[src/synth_pkg.sv]
`default_nettype none

package synth_pkg;

    //////////////////////////////////////////////////////////////////////
    // index and datapath widths
    //////////////////////////////////////////////////////////////////////
    localparam int V_WIDTH     = 3;  // voice index
    localparam int E_WIDTH     = 3;  // envelope index within a voice
    localparam int O_WIDTH     = 2;  // oscillator index within a voice
    localparam int PHASE_WIDTH = 24; // phase and frequency word

    typedef logic [V_WIDTH-1:0]         voice_t;
    typedef logic [E_WIDTH-1:0]         env_t;
    typedef logic [V_WIDTH+O_WIDTH-1:0] osc_sel_t; // voice-major, linear
    typedef logic [PHASE_WIDTH-1:0]     phase_t;

    //////////////////////////////////////////////////////////////////////
    // bundles
    //////////////////////////////////////////////////////////////////////

    // env sits in the low bits and counts fastest
    typedef struct packed {
        voice_t voice;
        env_t   env;
    } slot_idx_t;

    typedef struct packed {
        logic     we;
        osc_sel_t osc;
        phase_t   word;
    } freq_wr_t;

    typedef struct packed {
        logic     valid;
        osc_sel_t osc;
        phase_t   phase;
    } osc_sample_t;

endpackage

`default_nettype wire

[src/tick_divider.sv]
`timescale 1ns/1ps
`default_nettype none

module tick_divider #(
    parameter int DIV = 3
) (
    input  logic trig_rising,
    input  logic xxxx_zero,
    input  logic run,
    output logic tick
);

    localparam int CW = (DIV > 2) ? $clog2(DIV) : 1;
    localparam logic [CW-1:0] LAST = CW'(DIV - 1);

    logic [CW-1:0] cnt; // cycles since last wrap

    //////////////////////////////////////////////////////////////////////
    // free-running count while the frame is active
    //////////////////////////////////////////////////////////////////////
    always_ff @(posedge trig_rising or posedge xxxx_zero) begin
        if (xxxx_zero) begin
            cnt <= '0;
        end else if (!run) begin
            cnt <= '0;                  // realign for the next frame
        end else if (cnt == LAST) begin
            cnt <= '0;
        end else begin
            cnt <= cnt + 1'b1;
        end
    end

    // one-cycle strobe on the last count, sampled at the wrap edge
    assign tick = run && (cnt == LAST);

endmodule

`default_nettype wire

[src/slot_sequencer.sv]
`timescale 1ns/1ps
`default_nettype none

module slot_sequencer #(
    parameter int VOICES = 4,
    parameter int V_ENVS = 4
) (
    input  logic                  trig_rising,
    input  logic                  xxxx_zero,
    input  logic                  env_tick,
    output synth_pkg::slot_idx_t  slot,
    output logic                  frame_done
);

    localparam synth_pkg::voice_t LAST_VOICE = synth_pkg::voice_t'(VOICES - 1);
    localparam synth_pkg::env_t   LAST_ENV   = synth_pkg::env_t'(V_ENVS - 1);

    logic env_wrap;   // env field at its top value
    logic slot_last;  // final voice/env pair of the frame

    assign env_wrap  = (slot.env == LAST_ENV);
    assign slot_last = env_wrap && (slot.voice == LAST_VOICE);

    //////////////////////////////////////////////////////////////////////
    // nested voice/env counters
    //////////////////////////////////////////////////////////////////////
    always_ff @(posedge trig_rising or posedge xxxx_zero) begin
        if (xxxx_zero) begin
            slot <= '0;
        end else if (env_tick) begin
            if (slot_last) begin
                slot <= '0;                          // frame wraps
            end else if (env_wrap) begin
                slot.env   <= '0;
                slot.voice <= slot.voice + 1'b1;     // carry into voice
            end else begin
                slot.env <= slot.env + 1'b1;
            end
        end
    end

    // end-of-frame pulse, raised on the wrapping tick
    always_ff @(posedge trig_rising or posedge xxxx_zero) begin
        if (xxxx_zero) begin
            frame_done <= 1'b0;
        end else begin
            frame_done <= env_tick && slot_last;
        end
    end

endmodule

`default_nettype wire

[src/synth_clk_gen.sv]
`timescale 1ns/1ps
`default_nettype none

module synth_clk_gen #(
    parameter int VOICES  = 4,
    parameter int V_OSC   = 2,
    parameter int OSC_DIV = 3,
    parameter int ENV_DIV = 5
) (
    input  logic                  trig_rising,
    input  logic                  xxxx_zero,
    input  logic                  trig,
    output logic                  run,
    output logic                  osc_tick,
    output logic                  env_tick,
    output synth_pkg::slot_idx_t  slot,
    output logic                  frame_done
);

    // two envelopes per oscillator
    localparam int V_ENVS = 2 * V_OSC;

    typedef enum logic {
        IDLE,
        RUN
    } state_t;

    state_t state;
    logic   trig_q;     // trig sampled at the previous edge
    logic   trig_edge;

    //////////////////////////////////////////////////////////////////////
    // trigger edge detect and run FSM
    //////////////////////////////////////////////////////////////////////
    assign trig_edge = trig && !trig_q;

    always_ff @(posedge trig_rising or posedge xxxx_zero) begin
        if (xxxx_zero) begin
            trig_q <= 1'b0;
        end else begin
            trig_q <= trig;
        end
    end

    always_ff @(posedge trig_rising or posedge xxxx_zero) begin
        if (xxxx_zero) begin
            state <= IDLE;
        end else begin
            case (state)
                IDLE:    if (trig_edge)  state <= RUN;   // edges in RUN are dropped
                RUN:     if (frame_done) state <= IDLE;
                default: state <= IDLE;
            endcase
        end
    end

    assign run = (state == RUN);

    //////////////////////////////////////////////////////////////////////
    // tick strobes and slot counter
    //////////////////////////////////////////////////////////////////////
    tick_divider #(.DIV(OSC_DIV)) osc_div_inst (
        .trig_rising (trig_rising),
        .xxxx_zero   (xxxx_zero),
        .run         (run),
        .tick        (osc_tick)
    );

    tick_divider #(.DIV(ENV_DIV)) env_div_inst (
        .trig_rising (trig_rising),
        .xxxx_zero   (xxxx_zero),
        .run         (run),
        .tick        (env_tick)
    );

    slot_sequencer #(
        .VOICES (VOICES),
        .V_ENVS (V_ENVS)
    ) slot_seq_inst (
        .trig_rising (trig_rising),
        .xxxx_zero   (xxxx_zero),
        .env_tick    (env_tick),
        .slot        (slot),
        .frame_done  (frame_done)
    );

endmodule

`default_nettype wire

[src/phase_accum_bank.sv]
`timescale 1ns/1ps
`default_nettype none

module phase_accum_bank #(
    parameter int VOICES = 4,
    parameter int V_OSC  = 2
) (
    input  logic                    trig_rising,
    input  logic                    xxxx_zero,
    input  logic                    run,
    input  logic                    osc_tick,
    input  synth_pkg::freq_wr_t     freq_wr,
    output synth_pkg::osc_sample_t  osc_out
);

    localparam int NUM_OSC = VOICES * V_OSC;
    localparam int IDX_W   = (NUM_OSC > 1) ? $clog2(NUM_OSC) : 1;
    localparam synth_pkg::osc_sel_t LAST_OSC = synth_pkg::osc_sel_t'(NUM_OSC - 1);

    synth_pkg::phase_t   freq_mem  [NUM_OSC];  // host-written increments
    synth_pkg::phase_t   phase_mem [NUM_OSC];
    synth_pkg::osc_sel_t ptr;                  // oscillator served next
    synth_pkg::phase_t   next_phase;
    logic [IDX_W-1:0]    ptr_idx;
    logic [IDX_W-1:0]    wr_idx;
    logic                wr_ok;

    assign ptr_idx    = ptr[IDX_W-1:0];
    assign wr_idx     = freq_wr.osc[IDX_W-1:0];
    assign wr_ok      = freq_wr.we && (freq_wr.osc <= LAST_OSC);  // drop out-of-range
    assign next_phase = phase_mem[ptr_idx] + freq_mem[ptr_idx];   // wraps mod 2^24

    //////////////////////////////////////////////////////////////////////
    // frequency table
    //////////////////////////////////////////////////////////////////////
    always_ff @(posedge trig_rising or posedge xxxx_zero) begin
        if (xxxx_zero) begin
            for (int i = 0; i < NUM_OSC; i++) begin
                freq_mem[i] <= '0;
            end
        end else if (wr_ok) begin
            freq_mem[wr_idx] <= freq_wr.word;
        end
    end

    //////////////////////////////////////////////////////////////////////
    // phase update and round-robin pointer
    //////////////////////////////////////////////////////////////////////
    always_ff @(posedge trig_rising or posedge xxxx_zero) begin
        if (xxxx_zero) begin
            for (int i = 0; i < NUM_OSC; i++) begin
                phase_mem[i] <= '0;
            end
            ptr     <= '0;
            osc_out <= '0;
        end else begin
            osc_out.valid <= osc_tick;
            if (osc_tick) begin
                phase_mem[ptr_idx] <= next_phase;
                osc_out.osc        <= ptr;          // sample payload for this tick
                osc_out.phase      <= next_phase;
            end
            if (!run) begin
                ptr <= '0;                       // each frame starts at osc 0
            end else if (osc_tick) begin
                ptr <= (ptr == LAST_OSC) ? '0 : ptr + 1'b1;
            end
        end
    end

endmodule

`default_nettype wire

[src/synth_timing_top.sv]
`timescale 1ns/1ps
`default_nettype none

module synth_timing_top #(
    parameter int VOICES  = 4,
    parameter int V_OSC   = 2,
    parameter int OSC_DIV = 3,
    parameter int ENV_DIV = 5
) (
    input  logic                    trig_rising,
    input  logic                    xxxx_zero,
    input  logic                    trig,
    input  synth_pkg::freq_wr_t     freq_wr,
    output logic                    run,
    output logic                    env_tick,
    output synth_pkg::slot_idx_t    slot,
    output logic                    frame_done,
    output synth_pkg::osc_sample_t  osc_out
);

    logic osc_tick; // clock gen to accumulators

    synth_clk_gen #(
        .VOICES  (VOICES),
        .V_OSC   (V_OSC),
        .OSC_DIV (OSC_DIV),
        .ENV_DIV (ENV_DIV)
    ) clk_gen_inst (
        .trig_rising (trig_rising),
        .xxxx_zero   (xxxx_zero),
        .trig        (trig),
        .run         (run),
        .osc_tick    (osc_tick),
        .env_tick    (env_tick),
        .slot        (slot),
        .frame_done  (frame_done)
    );

    phase_accum_bank #(
        .VOICES (VOICES),
        .V_OSC  (V_OSC)
    ) accum_inst (
        .trig_rising (trig_rising),
        .xxxx_zero   (xxxx_zero),
        .run         (run),
        .osc_tick    (osc_tick),
        .freq_wr     (freq_wr),
        .osc_out     (osc_out)
    );

endmodule

`default_nettype wire

[config.mk]
export PLATFORM = sky130hd
export DESIGN_NAME = synth_timing_top
export DESIGN_NICKNAME = d
export VERILOG_FILES = /design/src/synth_pkg.sv /design/src/tick_divider.sv /design/src/slot_sequencer.sv /design/src/synth_clk_gen.sv /design/src/phase_accum_bank.sv /design/src/synth_timing_top.sv
export SDC_FILE = /design/constraint.sdc
export NUM_CORES = 1
export LEC_CHECK = 0
export BUFFER_PORTS_ARGS = -buffer_cell sky130_fd_sc_hd__buf_4
export CAP_MARGIN = 20
export CORE_MARGIN = 5
export CORE_UTILIZATION = 55
export DETAILED_ROUTE_END_ITERATION = 7
export PLACE_DENSITY_LB_ADDON = 0.25
export SYNTH_ARGS = -nofsm -noshare
export SYNTH_HDL_FRONTEND = slang
export SYNTH_SLANG_ARGS = --single-unit
[constraint.sdc]
create_clock -name trig_rising -period 18.82 [get_ports trig_rising]
set_input_delay 1.882 -clock trig_rising [delete_from_list [all_inputs] [get_ports trig_rising]]
set_output_delay 1.882 -clock trig_rising [all_outputs]
set_load 0.01 [all_outputs]
# After elaboration in Yosys (flattened, before gate mapping)
# Cells that the tools add are included.
# totals
reg_bits	433
input_bits	33
output_inout_bits	39
wordCells	83
# op_classes
add_sub_neg	6
magnitude_cmp	5
n_eq_ne	6
muxes	25
bitwise_logic	3
n_reduce_logical	11
# op_table
op	count
bitwise mux 192 bit	2
binary-select mux 24 bit (select 3 bit)	2
demux 24 bit (select 3 bit)	2
2-to-1 mux 24 bit	6
adder 24 bit	1
2-to-1 mux 5 bit	3
2-to-1 mux 3 bit	4
adder 3 x 1 -> 3 bit (second input constant)	3
greater-or-equal comparator 4 bit (second input constant)	2
logical AND 1 bit	8
< comparator 4 x 1 -> 1 bit (second input constant)	2
inverter 3 -> 4 bit	2
== test 3 x 2 -> 1 bit (second input constant)	2
2-to-1 mux 6 bit	1
adder 5 x 1 -> 5 bit (second input constant)	1
== test 5 x 3 -> 1 bit (second input constant)	1
less-or-equal comparator 5 x 3 -> 1 bit (second input constant)	1
2-to-1 mux 2 bit	2
== test 3 bit (second input constant)	1
adder 2 x 1 -> 2 bit (second input constant)	1
== test 2 bit (second input constant)	1
2-to-1 mux 1 bit	2
inequality test 2 x 1 -> 1 bit (second input constant)	1
case mux 1 bit (2 select lines)	1
4 further kinds	4

# Depth between registers and ports, before layout
# logic_depth
ltp_word	6
mapped_depth	15
mapped_depth_nobuf	11

# Hierarchy
# Synthesis repeated with hierarchy kept, for this count alone.
# unflattened
cells_unflattened	1665
area_unflattened_um2	20503.4
# modules_own_cells
mod	instances	cells_each	area_each_um2	seq_area_each_um2
phase_accum_bank	1	1613	19882.8	10485.1
slot_sequencer	1	26	307.8	175.2
tick_divider (clk_gen_inst.env_div_inst)	1	15	158.9	75.1
tick_divider (clk_gen_inst.osc_div_inst)	1	6	83.8	50.0
synth_clk_gen	1	5	70.1	50.0

# Least setup slack after synthesis
# No wires, ideal clock.
# synth_path
kind	register -> register
from	reg accum_inst.ptr[1]
to	reg accum_inst.phase_mem[188] (netlist name)
setup_time_ps	150
arrival_ps	3766
t_required_ps	18670
setup_slack_ps	14904
path_stages_with_launch	14
path_buffers	4
synth_period_minus_slack_ps	3916
path_cell_list	dfrtp_1 -> buf_2 -> buf_1 -> clkbuf_1 -> mux4_2 -> mux2_2 -> ha_1 -> clkbuf_1 -> a21oi_1 -> o221ai_1 -> a31oi_2 -> mux2_2 -> a41oi_1 -> o311ai_0
# synth_between
elab_chain_len	6
elab_cells_between_ends	14
classes_between	add/sub (1); order compare (2); mux (9); bitwise (1); reduce/logical (1)
# synth_lines
element	line	rtl
start, declared	phase_accum_bank.sv:22	synth_pkg::osc_sel_t ptr;
start signal, assigned	phase_accum_bank.sv:66	ptr <= (ptr == LAST_OSC) ? '0 : ptr + 1'b1;
inverter 3 -> 4 bit (implied by the code) *	phase_accum_bank.sv:31, phase_accum_bank.sv:59	
binary-select mux 24 bit (select 3 bit), or another cell as far along	phase_accum_bank.sv:31	assign next_phase = phase_mem[ptr_idx] + freq_mem[ptr_idx];
2-to-1 mux 24 bit (implied by the code) / logical AND 1 bit (equally long branches)	phase_accum_bank.sv:31, phase_accum_bank.sv:59	
2-to-1 mux 24 bit (on tied branches)	phase_accum_bank.sv:31, phase_accum_bank.sv:59	
adder 24 bit / demux 24 bit (select 3 bit) (equally long branches)	phase_accum_bank.sv:31, phase_accum_bank.sv:59	
bitwise mux 192 bit *	phase_accum_bank.sv:59	phase_mem[ptr_idx] <= next_phase;
end signal, assigned by index	phase_accum_bank.sv:59	
end, declared	phase_accum_bank.sv:21	synth_pkg::phase_t phase_mem [NUM_OSC];
# Every way passes the cells marked *; elsewhere a longest branch is shown, timed or not. The select of a mux whose other input is x is not followed.
# A chain may end at the register's enable or synchronous reset.

# Worst setup path in the final report
# layout_path
from	reg accum_inst.ptr[0]
to	reg accum_inst.phase_mem[46] (netlist name)
# Same word-level chain as after synthesis.

==> key figures <==
Run status
  – Run status: completed

Layout
  – Final net count: 1,761
  – Core utilization of the finished layout: 62.33%
  – Layout Area Growth over Synthesis: 12.55%
  – Share of layout cells above drive strength 1: 32.83%
  – Count of filler cells inserted in the layout: 2,876
  – Ant. Diodes: 0

Synthesis
  – Synth Net Count: 1,727
  – Most frequently used cell type in the post-synthesis netlist: sky130_fd_sc_hd__dfrtp_1
  – Fraction of registers with async set/reset: 100.0%
  – Most common library cells after synthesis: sky130_fd_sc_hd__dfrtp_1 (433), sky130_fd_sc_hd__mux2_2 (276), sky130_fd_sc_hd__nand2_1 (238)
  – Proportion of synthesized chip area in sequential cells: 52.32%
  – Cell accounting for the most synthesized area: sky130_fd_sc_hd__dfrtp_1
  – Synth area leaders: sky130_fd_sc_hd__dfrtp_1 (52%), sky130_fd_sc_hd__mux2_2 (15%), sky130_fd_sc_hd__mux4_2 (10%)
  – Synth unique cells: 68
  – Synthesis-stage register bit count: 433
  – Number of flops mapped to enable cells by yosys: 0
  – Synth Area per Inst: 12.44 µm²
  – Post-synth top area share: 52.32%
  – Top flip-flop cell by instance count after synthesis: sky130_fd_sc_hd__dfrtp_1
  – Synthesized cell area: 20,710 µm²
  – Gate Count Post-Synth: 1,665
  – Yosys warns: 0

Critical path
  – Cell repeated most along the worst path: sky130_fd_sc_hd__buf_4
  – Critical Setup Path Class: flip-flop to flip-flop
  – CP max FO: 47
  – Critical Path Max Stage Delay: 0.83 ns
  – Worst Path Buf+Inv: 3
  – CP arrival: 6.43 ns
  – Reg2Reg Depth: 13
  – Setup slack on the worst flop-to-flop path: 12.86 ns
  – Worst path top cell family by delay: compound AO/OA/AOI/OAI gates
  – Worst flop-to-flop path startpoint: accum_inst.ptr[0]
  – Slowest stage cell, crit path: sky130_fd_sc_hd__buf_4
  – Data required time of the worst path: 19.29 ns
  – Cell breakdown of the critical path: buf_4 > buf_4 > mux4_2 > mux2_2 > ha_1 > inv_1 > fa_1 > nor2b_1 > o2111ai_1 > a21boi_0 > a21oi_2 > a41oi_2 > a31oi_1
  – Critical Path Start Type: flip-flop
  – Endpoint type of the worst setup path: flip-flop
  – Critical register-to-register path endpoint: accum_inst.phase_mem[46]

Drt
  – Remaining antenna violation count after routing: 0
  – Overall routed net length: 48.84 mm
  – Count of unresolved DRC violations after routing: 0
  – DRC violation total after the first TritonRoute iteration: 840
  – Post-detailed-route via-to-cell ratio: 6.024
  – Post-detailed-route wirelength per cell: 21.74 µm
  – Pre-antenna DRT Iters: 5
  – Via count: 13,540

CTS
  – Root buffer cell: sky130_fd_sc_hd__clkbuf_16
  – Number of buffers added to fix hold violations after cts: 0
  – CTS sink count: 433
  – Maximum level of the CTS H-tree: 2
  – CTS-repair resized insts: 0
  – Worst-case clock buffer depth: 3
  – Post-CTS setup repair buffer count: 0
  – CTS Buf Count: 46
  – Clock latency at the later pin of the worst-skew pair: 0.56 ns
  – Clock transition at the registers of the reported paths: 0.06 ns
  – TritonCTS clock tree: built

Timing
  – Slew @ Worst Pin: 1.112 ns
  – Worst hold-check slack: 0.4478 ns
  – RSZ-0062 raised after global routing: false
  – Timing-limited maximum frequency: 167.9 MHz
  – Final critical-path required period: 5.957 ns
  – Worst clock skew: 0.02458 ns
  – Setup Viol. Count Final: 0
  – Slew margin rel.: 25.88%
  – Max Transition Viols Final: 0
  – Crit share post-route: 31.65%
  – Final Hold Vio Count: 0
  – Total negative slack for setup checks: 0 ns

Global routing
  – GRT Resource Usage Total: 23.67%
  – Number of global-route vias before repair: 13,860
  – Global-route wire length before repair: 78.20 mm
  – Largest net degree at the start of global routing: 182
  – Total grt overflow: 0
  – Initial antenna violation count: 0

Place
  – Number of buffer cells added on primary ports: 71
  – Half-perimeter wire length after detailed placement: 30.11 mm
  – Gpl congestion: 0.8945

Hold path
  – Kind of path behind the tightest hold check: flip-flop to flip-flop
  – Hold Path Cell Cnt: 1
  – Startpoint of the worst hold path: clk_gen_inst.trig_q
  – Hold worst-path end: clk_gen_inst.run

Die
  – Full die area: 41,630 µm²
  – Count of boundary I/O pins: 72
  – Effective utilization at floorplan: 55.37%
  – Area of the placeable core: 37,400 µm²
  – Die width: 204.0 µm
  – Placement row count: 71
  – Height of the chip: 204.0 µm

Pwr
  – Worst IR Drop VDD: 87.25 µV
  – Power density cells: 116.1 nW/µm²
  – Leakage: 10.42 nW

Flow run
  – Number of max-cap violations: 0
cells in the final DEF (no fill, tap or decap), types with 10 or more instances in the layout:
cell                        synthesis  routed
sky130_fd_sc_hd__dfrtp_1          433     430
sky130_fd_sc_hd__clkbuf_16          0      47
sky130_fd_sc_hd__mux4_2            94      94
sky130_fd_sc_hd__nand2_1          238     236
sky130_fd_sc_hd__nand3_1           27      27
sky130_fd_sc_hd__xnor2_1           10      10
sky130_fd_sc_hd__a31oi_1           12      12
sky130_fd_sc_hd__o31ai_1           18      18
sky130_fd_sc_hd__o211ai_1          14      14
sky130_fd_sc_hd__clkbuf_8           0      19
sky130_fd_sc_hd__buf_4              1      94
sky130_fd_sc_hd__nand4_1           14      14
sky130_fd_sc_hd__a21oi_1           28      28
sky130_fd_sc_hd__nor2_1            48      48
sky130_fd_sc_hd__mux2_2           276     276
sky130_fd_sc_hd__xor2_1            11      11
sky130_fd_sc_hd__and3_1            10      10
sky130_fd_sc_hd__inv_1             13      12
sky130_fd_sc_hd__o21ai_0          148     148
sky130_fd_sc_hd__ha_1              28      28
sky130_fd_sc_hd__or4_1             11      11
sky130_fd_sc_hd__nor3_1            13      12
worst reg2reg max path: stages, from the launching register on:
cell and delay [ns]:
sky130_fd_sc_hd__dfrtp_4 0.59, sky130_fd_sc_hd__buf_4 0.75, sky130_fd_sc_hd__buf_4 0.89, sky130_fd_sc_hd__mux4_2 0.63, sky130_fd_sc_hd__mux2_2 0.32, sky130_fd_sc_hd__ha_1 0.24, sky130_fd_sc_hd__inv_1 0.07, sky130_fd_sc_hd__fa_1 0.20
sky130_fd_sc_hd__nor2b_1 0.06, sky130_fd_sc_hd__o2111ai_1 0.35, sky130_fd_sc_hd__a21boi_0 0.30, sky130_fd_sc_hd__a21oi_2 0.73, sky130_fd_sc_hd__a41oi_2 0.44, sky130_fd_sc_hd__a31oi_1 0.29
metal layers:
metal,global-route usage (%),part of all wire (%)
met1,34.24,44
met2,38.29,48
met3,3.935,5.1
met4,5.552,2.3
met5,0,0
cell type report:
type	instances	area, µm²	share of cell area (%)
inverter	14	60.06	0.2576
clock inverter	12	157.7	0.6763
timing repair buffer	96	753.2	3.231
tap	511	639.4	2.743
multi-input combinational	1108	9389	40.28
sequential	433	10850	46.53
clock buffer	73	1464	6.280
where the power goes:
group	internal, mW	leakage, nW	switching [mW]	total, mW
combinational	0.250	4.10	0.268	0.518
clock	0.576	0.809	0.372	0.948
sequential	1.13	5.51	0.107	1.24
registers in the layout, indices dropped and copies added (netlist names):
register and cells:
clk_gen_inst.env_div_inst.cnt 3, clk_gen_inst.trig_q 1, accum_inst.ptr 5, clk_gen_inst.run 1, accum_inst.phase_mem 192, accum_inst.osc_out 30, clk_gen_inst.osc_div_inst.cnt 2, clk_gen_inst.slot_seq_inst.frame_done 1
clk_gen_inst.slot_seq_inst.slot 6, accum_inst.freq_mem 192
metrics by stage:
| step | worst slack, ns | instances | cell area (µm²) | total power [mW] |
|---|---|---|---|---|
| 2_1_floorplan | 4.878 | 1665 | 20710 | 1.605 |
| 3_3_place_gp | 12.98 | 2161 | 21660 | 1.740 |
| 3_5_place_dp | 12.90 | 2161 | 21660 | 1.772 |
| 4_1_cts | 12.87 | 2246 | 23280 | 2.725 |
| 5_1_grt | 12.42 | 2247 | 23310 | 2.844 |
| 6_report | 12.86 | 2247 | 23310 | 2.706 |
worst max-delay path by stage:
stage                            from                       end  slack, ns  depth (start not counted)
floorplan                   xxxx_zero    accum_inst.freq_mem[0]       4.88                          1
global placement    accum_inst.ptr[0]    accum_inst.osc_out[22]      12.98                         13
detailed placement  accum_inst.ptr[0]    accum_inst.osc_out[22]      12.90                         13
CTS                 accum_inst.ptr[0]  accum_inst.phase_mem[44]      12.87                         11
global route        accum_inst.ptr[0]  accum_inst.phase_mem[22]      12.42                         13
finish              accum_inst.ptr[0]  accum_inst.phase_mem[46]      12.86                         13
kinds of logic after synthesis:
family | count (synthesis) | share of synthesized area (%)
XOR/XNOR | 21 | 0.8881
buffers and inverters | 124 | 2.417
multiplexers | 374 | 25.42
flip-flops | 433 | 52.32
AND/OR/NAND/NOR | 404 | 8.839
AO/OA/AOI/OAI | 280 | 8.325
adder cells (fa/ha/maj) | 29 | 1.788
Power figures use the tool's default switching activity.
